<file path="src/logic/memReqIf.sv">
`timescale 1ns/1ps

interface memReqIf;

	// start pulses once, done answers once
	logic start;
	logic we;
	logic [31:0] addr;   // physical
	logic [31:0] wdata;
	logic [31:0] rdata;
	logic done;

	modport ctrl (
		output start,
		output we,
		output addr,
		output wdata,
		input  rdata,
		input  done
	);

	modport bridge (
		input  start,
		input  we,
		input  addr,
		input  wdata,
		output rdata,
		output done
	);

endinterface

</file>
<file path="src/logic/l2WbBridge.sv">
`timescale 1ns/1ps

module l2WbBridge (
	input  logic clock,
	input  logic arstN,
	memReqIf.bridge mem,
	output logic wbCyc,
	output logic wbStb,
	output logic wbWe,
	output logic [31:0] wbAdr,
	output logic [31:0] wbDatW,
	input  logic [31:0] wbDatR,
	input  logic wbAck
);

	logic cycEnd;

	assign cycEnd = wbCyc && wbAck;

	// classic cycle, cyc and stb rise on start and drop on ack
	always_ff @(posedge clock or negedge arstN)
	begin
		if (!arstN)
		begin
			wbCyc <= 1'b0;
			wbStb <= 1'b0;
			mem.done <= 1'b0;
		end
		else
		begin
			mem.done <= cycEnd;   // single pulse per cycle
			if (mem.start)
			begin
				wbCyc <= 1'b1;
				wbStb <= 1'b1;
			end
			else if (cycEnd)
			begin
				wbCyc <= 1'b0;
				wbStb <= 1'b0;
			end
		end
	end

	always_ff @(posedge clock)
	begin
		if (mem.start)
		begin
			wbWe <= mem.we;
			wbAdr <= mem.addr;
			wbDatW <= mem.wdata;
		end
		if (cycEnd)
		begin
			mem.rdata <= wbDatR; // only meaningful for reads
		end
	end

	stbInsideCyc: assert property (
		@(posedge clock) disable iff (!arstN)
		wbStb |-> wbCyc
	);

	adrHeldUntilAck: assert property (
		@(posedge clock) disable iff (!arstN)
		wbCyc && !wbAck |=> $stable(wbAdr)
	);

endmodule

</file>
<file path="src/flat_wrapper.sv">
// flat-port wrapper written by rule: the top's interface ports become plain ports
module l2WbBridge_flat 
  (clock, arstN, wbCyc, wbStb, wbWe, wbAdr, wbDatW, wbDatR, wbAck, mem_start, mem_we, mem_addr, mem_wdata, mem_rdata, mem_done);
  memReqIf mem_i ();
  input  logic clock;
  input  logic arstN;
  output logic wbCyc;
  output logic wbStb;
  output logic wbWe;
  output logic [31:0] wbAdr;
  output logic [31:0] wbDatW;
  input  logic [31:0] wbDatR;
  input  logic wbAck;
  input wire logic [$bits(mem_i.start)-1:0] mem_start;
  input wire logic [$bits(mem_i.we)-1:0] mem_we;
  input wire logic [$bits(mem_i.addr)-1:0] mem_addr;
  input wire logic [$bits(mem_i.wdata)-1:0] mem_wdata;
  output wire logic [$bits(mem_i.rdata)-1:0] mem_rdata;
  output wire logic [$bits(mem_i.done)-1:0] mem_done;
  assign mem_i.start = mem_start;
  assign mem_i.we = mem_we;
  assign mem_i.addr = mem_addr;
  assign mem_i.wdata = mem_wdata;
  assign mem_rdata = mem_i.rdata;
  assign mem_done = mem_i.done;
  l2WbBridge u_core (.clock(clock), .arstN(arstN), .mem(mem_i), .wbCyc(wbCyc), .wbStb(wbStb), .wbWe(wbWe), .wbAdr(wbAdr), .wbDatW(wbDatW), .wbDatR(wbDatR), .wbAck(wbAck));
endmodule
</file>
<file path="config.mk">
export PLATFORM = sky130hd
export DESIGN_NAME = l2WbBridge_flat
export DESIGN_NICKNAME = d
export VERILOG_FILES = /design/src/logic/memReqIf.sv /design/src/logic/l2WbBridge.sv /design/src/flat_wrapper.sv
export SDC_FILE = /design/constraint.sdc
export NUM_CORES = 1
export LEC_CHECK = 0
export BUFFER_PORTS_ARGS = -buffer_cell sky130_fd_sc_hd__buf_2
export CAP_MARGIN = 30
export CORE_MARGIN = 2
export CORE_UTILIZATION = 25
export CTS_CLUSTER_DIAMETER = 30
export DETAILED_ROUTE_END_ITERATION = 7
export PLACE_DENSITY = 0.53
export SLEW_MARGIN = 20
export SYNTH_ARGS = -nofsm -noshare
export SYNTH_HDL_FRONTEND = slang
export SYNTH_SLANG_ARGS = --single-unit
</file>
<file path="constraint.sdc">
create_clock -name clock -period 1.2 [get_ports clock]
set_input_delay 0.12 -clock clock [delete_from_list [all_inputs] [get_ports clock]]
set_output_delay 0.12 -clock clock [all_outputs]
set_load 0.1 [all_outputs]
</file>
==> flow_summary.ini, run 1 <==
[outcome]
status = completed

[floorplan]
initial_utilization_pct = 25.8
die_x_um = 113
io_pins = 201
die_y_um = 113
core_area_sq_um = 11600
num_rows = 39
dieArea_sq_um = 12800

[sta]
report.final.setup_viol = 0
fin_skew_ns = 0.00438
rsz0062_at_grt = false
fin_crit_ns = 1.16
hold_viol_final = 0
whs_ns = 0.0660
finalMaxSlewViolations = 0
max_freq_ghz = 0.860
relSlewSlack_pct = 81.0
worst_slew_pin_slew_ns = 0.288
post-route-period-util_pct = 96.9

[drt]
initialDrtViolationCount = 124
ant_nets = 0
vias_per_cell = 3.96
drt-wirelength-per-cell_um = 14.7
wl_um = 8270
vias = 2228
drc = 0
drtPass1Iterations = 4

[power_and_ir_drop]
p_leak_nw = 2.51
p_sw_mw = 3.36
pwr-share-comb_pct = 28.0
p_sw_share_pct = 34.3
pwr-share-clk_pct = 29.5
power_density_nw_per_um2 = 1650
share_seq_of_total_power_pct = 42.5
ir_drop_uv = 1050
p_int_mw = 6.44

[logic_synthesis]
synth_seq_area_share_pct = 99.1
yosys_warnings = 0
synth_cell_types = 6
synth_area_sq_um = 2990
syn_avg_cell_area_sq_um = 29.0
ys_seq_elements = 99
syn_nets = 204
syn_inst = 103

[final_layout]
layout-drive-gt1-share_pct = 52.6
antenna_cells = 0
register_area_sq_um = 2970
area_growth_pct = 99.2
fin_util_pct = 51.5
final_cell_area_sq_um = 5950
final_nets = 516
multi_input_area_sq_um = 16.3
fill_cells = 924

[cts]
clock_latency_ns = 0.34
clockRootBuffer = clkbuf_16
cts_setup_buffers = 0
cts_made_buffers = 9
cts_tree = yes
clock-sinks = 99
cts_max_level = 3
clk_path_buf_depth = 2
clkTransAtPathRegs_ns = 0.07

[worst_setup_path]
cp_data_arrival_time_ns = 1.21
crit_chain = and2_4, buf_12
cpLargestDelayFamily = flip-flops
critPathBufInv = 1
worstSetupStartpointType = flop
cp_max_fo = 25
crit_type = flop to flop
cp-end-kind = flop
critPathMaxStageDelay_ns = 0.46
cp_slowest_cell = dfrtp_4
critPathRequiredTime_ns = 1.25

[flow_run]
maxCapViolCount = 0

[global_route]
grt_pass1_vias = 2515
antenna_found_initial = 0
grt_max_degree = 32
grt_pass1_wl_um = 12500
grt_usage_pct = 13.1
globalRouteOverflowTotal = 0

[place]
place.detailed.hpwl_um = 5290
finalWeightedCongestion = 0.726
dpl_cell_area_sq_um = 4470
port-buffer-count = 200

[worst_hold_path]
worstHoldPathType = input port to flop
-- layout by cell type, fill, tap and decap left out --
cell and n:
buf_12 18, dfrtp_4 1, edfxtp_1 97, a21o_1 1
inv_6 2, clkbuf_1 1, buf_2 100, buf_4 86
bufinv_16 1, clkbuf_16 9, dfrtp_1 1, inv_1 1
dlygate4sd3_1 98, clkinvlp_4 1, clkinv_4 2, and2_4 1
-- final timing paths --
kind                       slack, ns  cells after the start                        endpoint                      from
max                             0.04                      2  u_core.mem.rdata[19]$_DFFE_PP_  u_core.wbCyc$_DFFE_PN0P_
min                             0.07                      3        u_core.wbCyc$_DFFE_PN0P_                     wbAck
max reg2reg                     0.04                      2  u_core.mem.rdata[19]$_DFFE_PP_  u_core.wbCyc$_DFFE_PN0P_
min reg2reg                     0.61                      1        u_core.wbCyc$_DFFE_PN0P_  u_core.wbCyc$_DFFE_PN0P_
max in group asynchronous       1.00                      2        u_core.wbCyc$_DFFE_PN0P_                     arstN
min in group asynchronous       0.09                      2        u_core.wbCyc$_DFFE_PN0P_                     arstN
-- layer usage --
metal	routed length, um	global-route usage, %	vias to the layer above
li1	-	-	1037
met1	2880	12.5	1043
met2	4210	22.5	132
met3	991	7.87	16
met4	194	5.93	0
met5	0	0	-
-- stage by stage --
step	TNS [ns]	std cells	power, mW	worst slack [ns]
after floorplan	-4.92	103	6.01	-0.154
after global placement	0	450	6.59	0.131
after detailed placement	0	450	6.61	0.118
after CTS	0	563	9.90	0.0168
after global routing	0	563	10.1	0.00731
final	0	563	9.80	0.0367
-- sequential cells by signal, indices dropped and copies added, names as in the netlist --
| register | flops |
|---|---|
| u_core.wbWe | 1 |
| u_core.wbAdr | 32 |
| u_core.mem.rdata | 32 |
| u_core.mem.done | 1 |
| u_core.wbDatW | 32 |
| u_core.wbCyc | 1 |
-- what timing repair did --
item / 4_1_cts / 5_1_grt
endpoints found under the hold margin: 99 / 0
hold buffers: 98 / 0
endpoints found under the setup margin: 87 / 0
gates resized for setup: 85 / 0
-- cells in the mapped netlist --
cell	instances	area [sq um]
buf_4	1	7.51
inv_1	1	3.75
edfxtp_1	97	2910
and2_2	1	7.51
a21o_1	1	7.51
dfrtp_1	2	50.1
-- cell families after synthesis --
group	count (synthesis)	share of synthesized area [%]
buffers and inverters	2	0.377
and+or+nand+nor	1	0.251
AOI/OAI and AO/OA	1	0.251
DFF	99	99.1
-- layout make-up --
class | count | share of cell area, %
repair buffers | 302 | 41.8
inverters | 1 | 0.0630
well taps | 143 | 3.00
clock inverters | 6 | 1.22
clock buffers | 10 | 3.85
multi-input cells | 2 | 0.273
flip-flops and latches | 99 | 49.8
-- power groups by stage --
| stage | combinational, mW | sequential [mW] | clock, mW |
|---|---|---|---|
| after floorplan | 0.0461 | 5.96 | 0 |
| after global placement | 2.38 | 4.22 | 0 |
| after detailed placement | 2.38 | 4.22 | 0 |
| after CTS | 2.74 | 4.17 | 3.00 |
| after global routing | 2.81 | 4.19 | 3.10 |
| final | 2.74 | 4.17 | 2.89 |
-- tightest hold or removal path: stages --
cell,delay (ns)
buf_2,0.11
inv_1,0.05
a21o_1,0.10
(Power assumes the default switching activity.)
==> run 2: changes to the inputs <==
--- a/config.mk
+++ b/config.mk
@@ -5,6 +5,7 @@
 export SDC_FILE = /design/constraint.sdc
 export NUM_CORES = 1
 export LEC_CHECK = 0
+export ABC_AREA = 1
 export BUFFER_PORTS_ARGS = -buffer_cell sky130_fd_sc_hd__buf_2
 export CAP_MARGIN = 30
 export CORE_MARGIN = 2
==> flow_summary.ini, run 2 <==
[sta]
finalMaxSlewViolations = 0
rsz0062_at_grt = true
fin_crit_ns = 1.18
max_freq_ghz = 0.846
relSlewSlack_pct = 81.5
final.setup.tns_ns = 0
worst_slew_pin_slew_ns = 0.278
post-route-period-util_pct = 98.5
hold_viol_final = 0
fin_skew_ns = 0.00386
report.final.setup_viol = 0

[power_and_ir_drop]
pwr-share-clk_pct = 27.9
p_sw_share_pct = 35.3
p_leak_nw = 2.51
share_seq_of_total_power_pct = 43.3
power_density_nw_per_um2 = 1620
pwr-share-comb_pct = 28.8
power_mw = 9.62
p_sw_mw = 3.40
ir_drop_uv = 923
p_int_mw = 6.23

[drt]
drt-wirelength-per-cell_um = 15.9
initialDrtViolationCount = 123
vias = 2291
wl_um = 9070
drc = 0
drtPass1Iterations = 4
vias_per_cell = 4.03
ant_nets = 0

[place]
place.detailed.hpwl_um = 5300
finalWeightedCongestion = 0.710
port-buffer-count = 200

[logic_synthesis]
synthFlopType = edfxtp_1
syn_inst = 106
ys_top_cells_by_area = edfxtp_1, dfrtp_1, inv_1
yosys_warnings = 0
syn_avg_cell_area_sq_um = 28.2
synth_common_cells = edfxtp_1, inv_1, nand2_1
synth_top_area_share_pct = 97.3
synth_seq_area_share_pct = 99.0
synth_most_common_cell = edfxtp_1
synth_area_sq_um = 2990
synth_cell_types = 5
ys_seq_elements = 99
yosysTopAreaCell = edfxtp_1
synth_edf_count = 97
synthArstFlopShare_pct = 2.02
syn_nets = 207

[worst_setup_path]
crit_chain = buf_12
worstSetupStartpointType = flop
cpLargestDelayFamily = flip-flops
cp_slowest_cell = dfrtp_4
cp_max_fo = 4
crit_type = flop to output port
cp_data_arrival_time_ns = 1.06
critPathBufInv = 1
cp-end-kind = output port
critPathMaxStageDelay_ns = 0.53
critPathRequiredTime_ns = 1.08

[floorplan]
io_pins = 201
dieArea_sq_um = 12900
die_y_um = 113
num_rows = 39
initial_utilization_pct = 25.9
core_area_sq_um = 11600
die_x_um = 113

[cts]
clock_latency_ns = 0.34
clkTransAtPathRegs_ns = 0.07
cts_max_level = 3
cts_tree = yes
clockRootBuffer = clkbuf_16
cts_made_buffers = 9
cts_setup_buffers = 0
clk_path_buf_depth = 2
clock-sinks = 99

[global_route]
antenna_found_initial = 0
globalRouteOverflowTotal = 0
grt_pass1_wl_um = 13500
grt_max_degree = 34
grt_usage_pct = 14.4
grt_pass1_vias = 2673

[final_layout]
layout-drive-gt1-share_pct = 53.1
fill_cells = 915
area_growth_pct = 98.9
multi_input_area_sq_um = 18.8
final_common_cell = buf_2
final_nets = 522
layout_common_cells = buf_2, dlygate4sd3_1, edfxtp_1
antenna_cells = 0
reg.largest.list = u_core.mem.rdata (32), u_core.wbAdr (32), u_core.wbDatW (32)
register_area_sq_um = 2970

[flow_run]
maxCapViolCount = 0

[outcome]
status = completed

[worst_hold_path]
worstHoldPathType = input port to flop
[run 2: changes by cell type in the layout (fill, tap and decap cells not counted), sizes merged]
cell      delta
bufinv       -1
inv          +1
nand2        +3
clkbuf       -1
clkinvlp     +2
and2         -1
a21o         -1
clkinv       +1
buf          +3
[run 2: layout make-up]
type / instances / area share [%]
Clock buffer: 9 / 3.78
Sequential cell: 99 / 49.8
Timing Repair Buffer: 305 / 42.0
Multi-Input combinational cell: 3 / 0.315
Clock inverter: 7 / 0.862
Inverter: 3 / 0.252
Tap cell: 143 / 3.01
[run 2: layer usage]
metal / part of all wire (%) / vias up / track usage (%)
li1: - / 1051 / -
met1: 32 / 1071 / 12.8
met2: 52 / 147 / 25.7
met3: 12 / 22 / 7.55
met4: 3.5 / 0 / 8.37
met5: 0 / - / 0
[run 2: final timing paths]
| kind | startpoint | to | slack [ns] | cells after the start |
|---|---|---|---|---|
| worst min-delay path | wbAck | u_core.wbCyc$_DFFE_PN0P_ | 0.05 | 4 |
| min in group asynchronous | arstN | u_core.wbCyc$_DFFE_PN0P_ | 0.10 | 2 |
| worst min register to register | u_core.wbCyc$_DFFE_PN0P_ | u_core.wbCyc$_DFFE_PN0P_ | 0.62 | 2 |
| worst max register to register | u_core.wbCyc$_DFFE_PN0P_ | u_core.mem.rdata[27]$_DFFE_PP_ | 0.05 | 3 |
| worst max-delay path | u_core.wbCyc$_DFFE_PN0P_ | wbStb | 0.02 | 1 |
| max in group asynchronous | arstN | u_core.wbCyc$_DFFE_PN0P_ | 0.99 | 2 |
[run 2: cell families after synthesis]
kind of cell / share of synthesized area [%]
buffers and inverters: 0.627
AND/OR/NAND/NOR: 0.376
flip-flops: 99.0
[run 2: through the flow]
| stage | worst slack [ns] | cell area, sq um | util (%) | hold slack [ns] | instances |
|---|---|---|---|---|---|
| global route | -0.00822 | 5950 | 51.5 | 0.0591 | 569 |
| global placement | 0.137 | 4490 | 38.8 | -0.0885 | 456 |
| finish | 0.0181 | 5950 | 51.5 | 0.0504 | 569 |
| CTS | 0.000506 | 5950 | 51.5 | 0.0379 | 569 |
| floorplan | -0.349 | 3010 | - | -0.176 | 106 |
| detailed placement | 0.128 | 4490 | 38.8 | -0.0886 | 456 |
[run 2: power groups by stage]
stage	clock network, mW	registers, mW	logic, mW
final	2.68	4.17	2.77
after global routing	2.88	4.19	2.84
after floorplan	0	5.96	0.0480
after detailed placement	0	4.22	2.40
after CTS	2.76	4.17	2.76
after global placement	0	4.22	2.39
[run 2: what timing repair did]
| action | CTS | global route |
|---|---|---|
| hold buffers | 98 | 0 |
| endpoints found under the setup margin | 88 | 2 |
| gates cloned | 0 | 0 |
| resized for setup | 86 | 0 |
| hold endpoints to repair | 99 | 0 |
==> run 3: changes to the inputs <==
--- a/config.mk
+++ b/config.mk
@@ -9,10 +9,10 @@
 export BUFFER_PORTS_ARGS = -buffer_cell sky130_fd_sc_hd__buf_2
 export CAP_MARGIN = 30
 export CORE_MARGIN = 2
-export CORE_UTILIZATION = 25
+export CORE_UTILIZATION = 37
 export CTS_CLUSTER_DIAMETER = 30
 export DETAILED_ROUTE_END_ITERATION = 7
-export PLACE_DENSITY = 0.53
+export PLACE_DENSITY = 0.73
 export SLEW_MARGIN = 20
 export SYNTH_ARGS = -nofsm -noshare
 export SYNTH_HDL_FRONTEND = slang
==> flow_summary.ini, run 3 (synthesis results as in run 2) <==
[sta]
finalMaxSlewViolations = 0
worst_slew_pin_slew_ns = 0.294
relSlewSlack_pct = 80.5
setup_slack_ns = -0.0450
fin_skew_ns = 0.00792
rsz0062_at_grt = true
post-route-period-util_pct = 104
whs_ns = 0.0370
fin_crit_ns = 1.24
max_freq_ghz = 0.803
hold_viol_final = 0
final.setup.tns_ns = -0.163
report.final.setup_viol = 12

[final_layout]
area_growth_pct = 96.3
layout_common_cells = buf_2, dlygate4sd3_1, edfxtp_1
layout-drive-gt1-share_pct = 52.7
register_area_sq_um = 2970
antenna_cells = 0
fill_cells = 419
layout.cells.non_filler = 525
reg.largest.list = u_core.mem.rdata (32), u_core.wbAdr (32), u_core.wbDatW (32)
final_nets = 520
multi_input_area_sq_um = 18.8
final_common_cell = buf_2

[drt]
drtPass1Iterations = 4
initialDrtViolationCount = 57
vias = 2297
drt-wirelength-per-cell_um = 17.9
wl_um = 9400
drc = 0
ant_nets = 0
vias_per_cell = 4.38

[outcome]
violations = negative setup slack
status = complete, but fails checks

[worst_setup_path]
cp_data_arrival_time_ns = 1.12
r2r_cells = 4
regToRegSetupSlack_ns = -0.01
cp-end-kind = output port
r2r_start = u_core.wbCyc$_DFFE_PN0P_
cp_max_fo = 3
worstSetupStartpointType = flop
critPathRequiredTime_ns = 1.08
reg2reg_to = u_core.mem.rdata[27]$_DFFE_PP_
crit_type = flop to output port

[power_and_ir_drop]
p_leak_nw = 2.49
power_density_nw_per_um2 = 1560
ir_drop_uv = 940

[place]
place.detailed.hpwl_um = 5120
finalWeightedCongestion = 0.734
port-buffer-count = 200
dp_cells = 411

[cts]
clockRootBuffer = clkbuf_8
cts_made_buffers = 9
clock-sinks = 99
clkTransAtPathRegs_ns = 0.09
clk_path_buf_depth = 2
cts_tree = yes
clock_latency_ns = 0.34
cts_max_level = 3

[worst_hold_path]
min_from = wbAck
min_to = u_core.wbCyc$_DFFE_PN0P_
holdPathStages = 4
worstHoldPathType = input port to flop

[global_route]
globalRouteOverflowTotal = 0
grt_usage_pct = 21.4
grt_pass1_wl_um = 13400
grt_pass1_vias = 2473
grt_max_degree = 33
antenna_found_initial = 0

[floorplan]
io_pins = 201
dieArea_sq_um = 8820
initial_utilization_pct = 38.5
num_rows = 32
die_x_um = 93.9
die_y_um = 93.9
core_area_sq_um = 7770

[flow_run]
maxCapViolCount = 0
[run 3: changes by cell type in the layout (fill, tap and decap cells not counted), sizes merged]
cell	before	now
inv	4	5
clkinv	3	0
buf	207	205
bufinv	0	1
[run 3: report_power, final]
group          total, mW  internal, mW  switching (mW)
Sequential          4.18          4.07           0.108
Clock               2.15         0.982            1.16
Combinational       2.81         0.764            2.05
Total               9.14          5.82            3.32
[run 3: critical path, cell delays in order, from the launching register on]
cell and delay [ns]:
dfrtp_4 0.48, buf_6 0.14, buf_12 0.16
[run 3: per-stage QoR]
stage	total power [mW]	area, sq um	setup WS [ns]	util [%]
after floorplan	6.01	3010	-0.349	-
final	9.14	5870	-0.0450	75.6
after detailed placement	6.66	4480	0.127	57.7
after global routing	9.40	5870	-0.0820	75.6
after CTS	9.15	5870	-0.0725	75.6
after global placement	6.63	4480	0.137	57.7
[run 3: routing by layer]
metal / track usage [%] / routed length [um] / share of wire (%) / vias up
met2: 39.4 / 4950 / 53 / 154
li1: - / - / - / 1041
met1: 22.3 / 3330 / 35 / 1082
met5: 0 / 0 / 0 / -
met4: 8.21 / 221 / 2.4 / 0
met3: 7.22 / 896 / 9.5 / 20
[run 3: worst max-delay path by stage]
stage,endpoint,from,cells after the start,slack [ns]
detailed placement,u_core.mem.rdata[25]$_DFFE_PP_,u_core.wbCyc$_DFFE_PN0P_,3,0.13
finish,wbCyc,u_core.wbCyc$_DFFE_PN0P_,2,-0.04
CTS,wbCyc,u_core.wbCyc$_DFFE_PN0P_,2,-0.07
floorplan,u_core.mem.rdata[0]$_DFFE_PP_,u_core.wbCyc$_DFFE_PN0P_,2,-0.35
global route,wbCyc,u_core.wbCyc$_DFFE_PN0P_,2,-0.08
global placement,u_core.mem.rdata[5]$_DFFE_PP_,u_core.wbCyc$_DFFE_PN0P_,3,0.14
[run 3: repair_timing]
item                                    in CTS  in global routing
hold buffers                                98                  0
endpoints found under the setup margin      83                 34
resized for setup                           82                  0
hold endpoints to repair                    99                  0
buffers inserted                             1                  0
[run 3: area by class of cell]
type	count	area share, %
clock buffer	9	2.11
clock inverter	6	1.26
inverter	3	0.256
multi-input combinational	3	0.319
sequential	99	50.5
tap	102	2.17
timing repair buffer	303	43.4
