[src/logic/mmuPkg.sv]
package mmuPkg;

	// 4 KiB pages, 32-bit virtual and physical space
	localparam int pageBits = 12;
	localparam int vpnBits = 32 - pageBits;
	localparam int bypassBit = 31; // upper half skips translation
	localparam int numWays = 4;
	localparam int hashShift = 4;

	typedef enum logic [2:0] {
		opNone,
		opLoad,
		opStore,
		opFetch,
		opLdtlb,
		opInvtlb
	} memOpT;

	typedef enum logic [2:0] {
		excNone,
		excTlbMiss,
		excNoRead,
		excNoWrite,
		excNoExec,
		excPrivilege
	} excT;

	// ppn is as wide as vpn
	typedef struct packed {
		logic [vpnBits-1:0] vpn;
		logic [vpnBits-1:0] ppn;
		logic [18:0] reserved;
		logic valid;
		logic readOk;
		logic writeOk;
		logic execOk;
		logic userOk;
	} tlbEntryT;

	// low idxBits of vpn xor (vpn >> 4)
	function automatic logic [vpnBits-1:0] tlbSetHash(logic [vpnBits-1:0] vpn, int idxBits);
		logic [vpnBits-1:0] mask;
		mask = (vpnBits'(1) << idxBits) - vpnBits'(1);
		return (vpn ^ (vpn >> hashShift)) & mask;
	endfunction

endpackage

[src/logic/memReqIf.sv]
`timescale 1ns/1ps

interface memReqIf;

	// start pulses once, done answers once
	logic start;
	logic we;
	logic [31:0] addr;   // physical
	logic [31:0] wdata;
	logic [31:0] rdata;
	logic done;

	modport ctrl (
		output start,
		output we,
		output addr,
		output wdata,
		input  rdata,
		input  done
	);

	modport bridge (
		input  start,
		input  we,
		input  addr,
		input  wdata,
		output rdata,
		output done
	);

endinterface

[src/logic/tlbPortIf.sv]
`timescale 1ns/1ps

interface tlbPortIf;
	import mmuPkg::*;

	logic [vpnBits-1:0] lookupVpn;
	logic fillEn;          // one-cycle pulse
	tlbEntryT fillEntry;
	logic flushAll;        // one-cycle pulse
	logic hit;
	tlbEntryT hitEntry;

	modport ctrl (
		output lookupVpn,
		output fillEn,
		output fillEntry,
		output flushAll,
		input  hit,
		input  hitEntry
	);

	modport array (
		input  lookupVpn,
		input  fillEn,
		input  fillEntry,
		input  flushAll,
		output hit,
		output hitEntry
	);

endinterface

[src/logic/accessCheck.sv]
`timescale 1ns/1ps

module accessCheck (
	input  mmuPkg::memOpT op,
	input  mmuPkg::tlbEntryT entry,
	input  logic hit,
	input  logic mmuEnable,
	input  logic userMode,
	input  logic [31:0] addr,
	output mmuPkg::excT exc
);
	import mmuPkg::*;

	logic isAccess;
	logic inBypass;

	assign isAccess = op inside {opLoad, opStore, opFetch};
	assign inBypass = addr[bypassBit];

	// first matching rule wins
	always_comb
	begin
		exc = excNone;
		if (!isAccess || !mmuEnable)
		begin
			exc = excNone; // tlb maintenance and identity mapping never fault
		end
		else if (inBypass)
		begin
			if (userMode)
			begin
				exc = excPrivilege; // bypass region is supervisor only
			end
		end
		else if (!hit)
		begin
			exc = excTlbMiss;
		end
		else if (userMode && !entry.userOk)
		begin
			exc = excPrivilege;
		end
		else if (op == opLoad && !entry.readOk)
		begin
			exc = excNoRead;
		end
		else if (op == opStore && !entry.writeOk)
		begin
			exc = excNoWrite;
		end
		else if (op == opFetch && !entry.execOk)
		begin
			exc = excNoExec;
		end
	end

endmodule

[src/logic/mmuTlb.sv]
`timescale 1ns/1ps

module mmuTlb #(
	parameter int setBits = 6
) (
	input  logic clock,
	input  logic arstN,
	input  logic mmuEnable,
	input  logic userMode,
	input  logic reqValid,
	input  mmuPkg::memOpT reqOp,
	input  logic [31:0] reqAddr,
	input  logic [63:0] reqData,
	output logic reqAck,
	output logic [31:0] rspData,
	output mmuPkg::excT rspExc,
	tlbPortIf.ctrl tlb,
	memReqIf.ctrl mem
);
	import mmuPkg::*;

	typedef enum logic [1:0] {idle, decide, waitMem, ack} stateT;

	stateT state;
	memOpT opReg;
	excT excReg;
	excT chkExc;
	logic [31:0] physAddr;
	logic [31:0] transAddr;
	logic [setBits-1:0] fillSet;
	logic isAccess;

	accessCheck check_i (
		.op(reqOp),
		.entry(tlb.hitEntry),
		.hit(tlb.hit),
		.mmuEnable(mmuEnable),
		.userMode(userMode),
		.addr(reqAddr),
		.exc(chkExc)
	);

	// request fields stay stable until reqAck, so drive straight from them
	assign tlb.lookupVpn = reqAddr[31:pageBits];
	assign tlb.fillEntry = reqData;
	assign transAddr = (mmuEnable && !reqAddr[bypassBit]) ?
		{tlb.hitEntry.ppn, reqAddr[pageBits-1:0]} : reqAddr;
	assign fillSet = setBits'(tlbSetHash(tlb.fillEntry.vpn, setBits));

	assign isAccess = opReg inside {opLoad, opStore, opFetch};
	assign tlb.fillEn = state == decide && opReg == opLdtlb;
	assign tlb.flushAll = state == decide && opReg == opInvtlb;
	assign mem.start = state == decide && isAccess && excReg == excNone;
	assign mem.we = opReg == opStore;
	assign mem.addr = physAddr;
	assign mem.wdata = reqData[31:0];   // store data in the low word
	assign reqAck = state == ack;
	assign rspExc = excReg;

	always_ff @(posedge clock or negedge arstN)
	begin
		if (!arstN)
		begin
			state <= idle;
			opReg <= opNone;
			excReg <= excNone;
		end
		else
		begin
			case (state)
				idle:
				begin
					if (reqValid)
					begin
						opReg <= reqOp;
						excReg <= chkExc; // lookup result registered here
						state <= decide;
					end
				end
				decide: state <= mem.start ? waitMem : ack;
				waitMem:
				begin
					if (mem.done)
					begin
						state <= ack;
					end
				end
				default: state <= idle; // ack lasts one cycle
			endcase
		end
	end

	always_ff @(posedge clock)
	begin
		if (state == idle && reqValid)
		begin
			physAddr <= transAddr;
		end
		// LDTLB reports which set took the entry
		if (state == decide && !mem.start)
		begin
			rspData <= (opReg == opLdtlb) ? 32'(fillSet) : '0;
		end
		if (state == waitMem && mem.done)
		begin
			rspData <= mem.rdata;
		end
	end

	ackOnePulse: assert property (
		@(posedge clock) disable iff (!arstN)
		reqAck |=> !reqAck
	);

endmodule

[src/flat_wrapper.sv]
// flat-port wrapper written by rule: the top's interface ports become plain ports
module mmuTlb_flat import mmuPkg::*;
#(
	parameter int setBits = 6
)
  (clock, arstN, mmuEnable, userMode, reqValid, reqOp, reqAddr, reqData, reqAck, rspData, rspExc, tlb_lookupVpn, tlb_fillEn, tlb_fillEntry, tlb_flushAll, tlb_hit, tlb_hitEntry, mem_start, mem_we, mem_addr, mem_wdata, mem_rdata, mem_done);
  tlbPortIf tlb_i ();
  memReqIf mem_i ();
  input  logic clock;
  input  logic arstN;
  input  logic mmuEnable;
  input  logic userMode;
  input  logic reqValid;
  input  mmuPkg::memOpT reqOp;
  input  logic [31:0] reqAddr;
  input  logic [63:0] reqData;
  output logic reqAck;
  output logic [31:0] rspData;
  output mmuPkg::excT rspExc;
  output wire logic [$bits(tlb_i.lookupVpn)-1:0] tlb_lookupVpn;
  output wire logic [$bits(tlb_i.fillEn)-1:0] tlb_fillEn;
  output wire logic [$bits(tlb_i.fillEntry)-1:0] tlb_fillEntry;
  output wire logic [$bits(tlb_i.flushAll)-1:0] tlb_flushAll;
  input wire logic [$bits(tlb_i.hit)-1:0] tlb_hit;
  input wire logic [$bits(tlb_i.hitEntry)-1:0] tlb_hitEntry;
  output wire logic [$bits(mem_i.start)-1:0] mem_start;
  output wire logic [$bits(mem_i.we)-1:0] mem_we;
  output wire logic [$bits(mem_i.addr)-1:0] mem_addr;
  output wire logic [$bits(mem_i.wdata)-1:0] mem_wdata;
  input wire logic [$bits(mem_i.rdata)-1:0] mem_rdata;
  input wire logic [$bits(mem_i.done)-1:0] mem_done;
  assign tlb_lookupVpn = tlb_i.lookupVpn;
  assign tlb_fillEn = tlb_i.fillEn;
  assign tlb_fillEntry = tlb_i.fillEntry;
  assign tlb_flushAll = tlb_i.flushAll;
  assign tlb_i.hit = tlb_hit;
  assign tlb_i.hitEntry = tlb_hitEntry;
  assign mem_start = mem_i.start;
  assign mem_we = mem_i.we;
  assign mem_addr = mem_i.addr;
  assign mem_wdata = mem_i.wdata;
  assign mem_i.rdata = mem_rdata;
  assign mem_i.done = mem_done;
  mmuTlb #(.setBits(setBits)) u_core (.clock(clock), .arstN(arstN), .mmuEnable(mmuEnable), .userMode(userMode), .reqValid(reqValid), .reqOp(reqOp), .reqAddr(reqAddr), .reqData(reqData), .reqAck(reqAck), .rspData(rspData), .rspExc(rspExc), .tlb(tlb_i), .mem(mem_i));
endmodule
[config.mk]
export PLATFORM = sky130hd
export DESIGN_NAME = mmuTlb_flat
export DESIGN_NICKNAME = d
export VERILOG_FILES = /design/src/logic/mmuPkg.sv /design/src/logic/memReqIf.sv /design/src/logic/tlbPortIf.sv /design/src/logic/accessCheck.sv /design/src/logic/mmuTlb.sv /design/src/flat_wrapper.sv
export SDC_FILE = /design/constraint.sdc
export NUM_CORES = 1
export LEC_CHECK = 0
export ABC_AREA = 1
export BUFFER_PORTS_ARGS = -buffer_cell sky130_fd_sc_hd__buf_2
export CORE_AREA = 4 4 150 152
export DETAILED_ROUTE_END_ITERATION = 8
export DIE_AREA = 0 0 154 156
export GPL_TIMING_DRIVEN = 0
export HOLD_SLACK_MARGIN = 0.15
export PLACE_DENSITY = 0.53
export SLEW_MARGIN = 15
export SYNTH_ARGS = -nofsm -noshare
export SYNTH_HDL_FRONTEND = slang
export SYNTH_SLANG_ARGS = --single-unit
export TNS_END_PERCENT = 50
[constraint.sdc]
create_clock -name clock -period 2.3 [get_ports clock]
set_input_delay 0.46 -clock clock [delete_from_list [all_inputs] [get_ports clock]]
set_output_delay 0.46 -clock clock [all_outputs]
set_load 0.005 [all_outputs]
==> results.md, run 1 <==
- Hold Crit Start: reqAddr[0]
- DR pass1 iterations: 4
- Largest net degree at the start of global routing: 34
- Ports: 390
- Syn_area_per_cell: 10.7 sq um
- Layout cells sized above 1: around two thirds
- Synth unique cells: 23
- Remaining global-route overflow: 0
- Power, Total: 5.06 mW
- Initial antenna violation count: 0
- DP Area: 0.00584 sq mm
- Clk Latency, worst-skew pair: 0.33 ns
- Via count: 3455
- Syn nets: 582
- Die height: approximately 160 um
- Mapped Cells: 375
- Max frequency: approximately 500 MHz
- Postcts setup bufs: 0
- CTS tree: yes
- Sw power: 1.63 mW
- Startpoint types: flip-flop
- # diodes: 0
- GRT Total Usage: roughly a tenth
- Layout Skew: a little under 0.005 ns
- I/O Buffers: approximately 290
- Final setup viols: 0
- Commonest non-fill, non-tap cell in the layout: buf_2
- Synth area leaders: edfxtp_1 48%, buf_4 22%, dfrtp_1 5.0%
- Crit path time final: 2.02 ns
- RR Startpoint: u_core.state[0]$_DFFE_PN0P_
- Hold Path Class: in2reg
- #FFs+latches synth: 72
- Pre-CTS setup slack: -0.000559 ns
- Synthesized cell area: approximately 0.0040 sq mm
- Root Buffer Master: clkbuf_16
- Total Nets Final: 888
- Placed wire-length estimate: 11300 um
- Commonest cells after routing, fill and taps aside: 296 x buf_2, 118 x buf_4, 64 x edfxtp_1
- WHS Path Cells: 1
- Post-route DRC: 0
- Clock buffer depth: 2
- First-pass GRT wire length: 18400 um
- Max-slew violations: 0
- Fin Setup TNS: 0 ns
- WP data arrival: 1.56 ns
- Status: finished clean
- Max stage delay cell, worst path: dfrtp_1
- Rows: between 50 and 60
- R2R cell count: 6
- DRT Wirelength: 13400 um
- Register share of total power: 41.5%
- Clock power share: 26.7%
- Final Hold Vio Count: 0
- Period utilisation layout: 87.9%
- WS Path Type: reg2out
- Top cell type's share of synthesized area: between 40% and 50%
- Logic gate share of total power: 31.8%
- CP endpoint kind: output pin
- P_int: 3.43 mW
- CP max stage delay: 0.42 ns
- Maximum fanout along the worst path: 6
- Actual slew at the worst max-slew pin: 0.695 ns
- Final WS setup: 0.277 ns
- Peak VDD IR: between 200 and 300 uV
- Sw frac: 32.3%
- Largest area contributor in the netlist: edfxtp_1
- Finished Layout Cells: roughly 960
- Horiz. Die Dim: about 150 um
- Worst path required time: 1.84 ns
- DR iter-0 viols: 94
- Sequential element share of the synthesized area: 52.7%
- CTS clk-pin slew, worst paths: 0.06 ns
- Synth-to-layout area growth: 52.6%
- Critical path origin: u_core.opReg[0]$_DFFE_PN0P_
- Power Dens Cells: 824 mW/mm^2
- Relative slew slack: 53.6%
- Lkg Pwr: 3.24 nW
- Crit path cell chain: nor3_1, inv_1, nor2_1, buf_2
- Core area: 0.0210 sq mm
- Placer Congestion: 0.769
- Post-DRT Antenna Nets: 0
- Design Area, Final: 0.00614 sq mm
- Die area: between 0.02 and 0.025 sq mm
- CTS buffer count: 9
- RSZ-0062 raised after global routing: false
- Avg WL per Cell: around 14 um
- CTS Sinks: 72
- H-tree depth: 3
- Vias in the first global route: 3420
- Warnings, synthesis: 0
- Vias per cell: 3.60
- Initial Util: 19.1%
- Cell count after placement: 944
- Maxcap violations: 0
## cell type report
class	instances	area, sq um
plain buffers	122	921
clock buffers	9	225
clock inverters	7	60.1
fillers	2212	14900
inverters	43	161
multi-input cells	138	827
flip-flops and latches	72	2120
well taps	275	344
repair buffers	295	1480
## sequential cells by signal, indices dropped and copies added, names as in the netlist
signal	cells
u_core.rspExc	3
u_core.state	2
u_core.opReg	3
u_core.rspData	32
u_core.mem.addr	32
## metal layers
layer  part of all wire [%]  vias to the layer above  routed length (um)  track usage (%)
li1                       -                     1701                   -                -
met1                     36                     1535                4770             10.6
met2                     54                      207                7240             19.3
met3                    8.9                       12                1190             3.77
met4                    1.3                        0                 175             2.90
met5                      0                        -                   0                0
## synth_stat cells
master	n
clkbuf_2	1
buf_12	1
nor3_1	2
inv_2	1
buf_4	118
nand2_2	1
xor2_1	1
mux2_4	10
or2_2	5
nand3b_1	2
edfxtp_1	64
o22ai_1	1
mux2_2	9
nand3_1	12
inv_1	42
buf_2	2
ha_1	5
dfrtp_1	8
o21ai_0	9
nand2_4	2
nor2_1	43
a21oi_1	3
nand2_1	33
## path summary, 6_finish.rpt
path                                                    endpoint  slack (ns)
worst min register to register      u_core.rspExc[2]$_DFFE_PN0P_        0.52
worst max-delay path                                  tlb_fillEn        0.28
min in group asynchronous            u_core.opReg[1]$_DFFE_PN0P_        0.52
worst max register to register  u_core.rspData[25]$_SDFFCE_PN0P_        0.33
max in group asynchronous           u_core.rspExc[2]$_DFFE_PN0P_        1.60
worst min-delay path                u_core.mem.addr[0]$_DFFE_PP_        0.30
## metrics by stage
step                      hold WS (ns)  util [%]
final                            0.297      29.2
after global placement           0.328      27.8
after floorplan                  0.164         -
after CTS                        0.273      29.2
after detailed placement         0.334      27.8
after global routing             0.267      29.2
## logic make-up (layout without fill, tap and decap cells)
logic type | Yosys count | in the layout | share of synthesized area [%]
compound gates | 13 | 13 | 1.65
xor+xnor | 1 | 1 | 0.218
fa+ha+maj | 5 | 5 | 1.55
buf+inv | 165 | 476 | 26.9
flops | 72 | 72 | 52.7
mux | 19 | 19 | 6.25
simple gates | 100 | 100 | 10.7
## power groups by stage
stage / registers [mW] / logic, mW / clock network, mW
6_report: 2.10 / 1.61 / 1.35
3_3_place_gp: 2.14 / 1.64 / 0
3_5_place_dp: 2.14 / 1.65 / 0
5_1_grt: 2.15 / 1.80 / 1.45
2_1_floorplan: 2.19 / 0.746 / 0
4_1_cts: 2.11 / 1.67 / 1.42
## critical path: cells and delay by family, from the launching register on
family	cells	cell delay [ns]
flops	1	0.42
simple gates	2	0.49
buf+inv	2	0.32
## what timing repair did
item | CTS | global route
setup endpoints to repair | 32 | 0
hold buffers | 1 | 0
hold endpoints to repair | 8 | 0
gates resized for setup | 1 | 0
No activity file was read; power rests on OpenSTA's default activity.
==> run 2, diff against run 1 <==
- CTS_CLUSTER_SIZE: not set -> 16
- RECOVER_POWER: not set -> 100
==> results.md, run 2 (synthesis results as in run 1) <==
- Hold Crit Start: reqAddr[0]
- WS Path Type: reg2out
- Max-slew violations: 0 (unchanged)
- Synth-to-layout area growth: 47.6%
- Ports: 390 (unchanged)
- Commonest cells after routing, fill and taps aside: 186 x buf_2, 111 x clkbuf_1, 64 x edfxtp_1
- R2R cell count: 6 (unchanged)
- Maxcap violations: 0 (unchanged)
- WHS Path Cells: 1 (unchanged)
- First-pass GRT wire length: 18400 um (unchanged)
- Max stage delay cell, worst path: dfrtp_1
- Worst path required time: 1.84 ns (about the same)
- Final setup viols: 0 (unchanged)
- Lkg Pwr: 2.85 nW (-12%)
- Postcts setup bufs: 0 (unchanged)
- Final WS setup: 0.256 ns (-0.0217 ns)
- CP endpoint kind: output pin
- Actual slew at the worst max-slew pin: 0.698 ns (+0.00300 ns)
- CTS buffer count: 9 (unchanged)
- I/O Buffers: 294 (unchanged)
- Fin Setup TNS: 0 ns (unchanged)
- CP max stage delay: 0.42 ns (about the same)
- Total Nets Final: 888 (unchanged)
- Remaining global-route overflow: 0 (unchanged)
- Startpoint types: flip-flop
- Max frequency: 489 MHz (-1.1%)
- Relative slew slack: 53.4% (-0.20 points)
- Vias per cell: 3.61 (+0.38%)
- Period utilisation layout: 88.9% (+0.94 points)
- Post-DRT Antenna Nets: 0 (unchanged)
- Final Hold Vio Count: 0 (unchanged)
- Clock buffer depth: 2 (unchanged)
- DR pass1 iterations: 4 (unchanged)
- Post-route DRC: 0 (unchanged)
- Root Buffer Master: clkbuf_16
- RR Endpoint: u_core.rspData[25]$_SDFFCE_PN0P_
- H-tree depth: 3 (unchanged)
- Initial Util: 19.1% (unchanged)
- DR iter-0 viols: 100 (+6.4%)
- GRT Total Usage: 10.2% (unchanged)
- Crit path cell chain: nor3_1, inv_1, nor2_1, clkbuf_1
- CTS tree: yes
- CTS Sinks: 72 (unchanged)
- Power Dens Cells: 835 mW/mm^2 (+1.3%)
- Die height: 156 um (unchanged)
- Core area: 0.0210 sq mm (unchanged)
- WP data arrival: 1.58 ns (+0.02 ns)
- Avg WL per Cell: 14.0 um (+0.77%)
- Hold path endpoint: u_core.mem.addr[0]$_DFFE_PP_
- CTS clk-pin slew, worst paths: 0.06 ns (about the same)
- Horiz. Die Dim: 154 um (unchanged)
- Clk Latency, worst-skew pair: 0.33 ns (about the same)
- Die area: 0.0240 sq mm (unchanged)
- Commonest non-fill, non-tap cell in the layout: buf_2
- Pre-CTS setup slack: -0.000559 ns (unchanged)
- Placer Congestion: 0.769 (unchanged)
- Via count: 3468 (+0.38%)
- DRT Wirelength: 13500 um (+0.77%)
- Status: finished clean
- Placed wire-length estimate: 11300 um (unchanged)
- Hold Path Class: in2reg
- # diodes: 0 (unchanged)
- RSZ-0062 raised after global routing: false
- Vias in the first global route: 3420 (unchanged)
- Layout cells sized above 1: 49.3% (-18 points)
- Reg2Reg Setup Slack: 0.34 ns (about the same)
- RR Startpoint: u_core.state[0]$_DFFE_PN0P_
- Maximum fanout along the worst path: 6 (unchanged)
- Layout Skew: 0.00588 ns (+0.00104 ns)
- Largest net degree at the start of global routing: 34 (unchanged)
- Peak VDD IR: 279 uV (about the same)
- Crit path time final: 2.04 ns (+0.0217 ns)
- Initial antenna violation count: 0 (unchanged)
- Rows: 53 (unchanged)
-- run 2: what timing repair did --
action | in CTS | in global routing
endpoints found under the hold margin | 8 | 0
gates resized for setup | 1 | 0
hold buffers | 1 | 0
endpoints found under the setup margin | 32 | 0
-- run 2: worst max-delay path by stage --
stage | slack, ns | end | start | cells after the start
2_1_floorplan | 0.20 | u_core.rspData[0]$_DFFE_PP_ | u_core.state[0]$_DFFE_PN0P_ | 6
3_3_place_gp | -0.49 | u_core.rspData[27]$_SDFFCE_PN0P_ | u_core.state[0]$_DFFE_PN0P_ | 6
6_report | 0.26 | tlb_fillEn | u_core.opReg[0]$_DFFE_PN0P_ | 4
3_5_place_dp | -0.0006 | u_core.rspData[31]$_SDFFCE_PN0P_ | u_core.state[0]$_DFFE_PN0P_ | 6
4_1_cts | 0.20 | tlb_fillEn | u_core.opReg[0]$_DFFE_PN0P_ | 4
5_1_grt | 0.11 | tlb_fillEn | u_core.opReg[2]$_DFFE_PN0P_ | 5
-- run 2: worst max-delay path: cells and delay by family (launching register included) --
family	cells	cell delay (ns)
buffers and inverters	2	0.33
AND/OR/NAND/NOR	2	0.49
flip-flops	1	0.42
-- run 2: layout make-up --
type                            count  area (sq um)
Sequential cell                    72          2120
Clock buffer                        9           225
Inverter                           43           161
Buffer                            122           900
Tap cell                          275           344
Clock inverter                      7          60.1
Timing Repair Buffer              295          1350
Fill cell                        2269         15100
Multi-Input combinational cell    138           783
-- run 2: where the power goes --
part           total, mW  switching (mW)  leakage [nW]  internal [mW]
Sequential          2.11           0.137         0.706           1.98
Clock               1.35           0.603         0.131          0.749
Combinational       1.50           0.898          2.01          0.600
-- run 2: per-stage QoR --
stage	util, %	cells	total power [mW]	instance area, sq um	hold WS (ns)
6_report	28.3	961	4.96	5940	0.297
5_1_grt	28.3	961	5.30	5940	0.267
4_1_cts	29.2	961	5.20	6140	0.273
3_5_place_dp	27.8	944	3.80	5840	0.334
3_3_place_gp	27.8	944	3.78	5840	0.328
2_1_floorplan	-	375	2.93	4020	0.164
-- run 2: metal layers --
metal | GRT usage, % | vias to the layer above | part of all wire (%)
met4 | 2.90 | 0 | 1.3
met3 | 3.77 | 11 | 9.1
met5 | 0 | - | 0
met2 | 19.3 | 207 | 54
li1 | - | 1697 | -
met1 | 10.6 | 1553 | 36
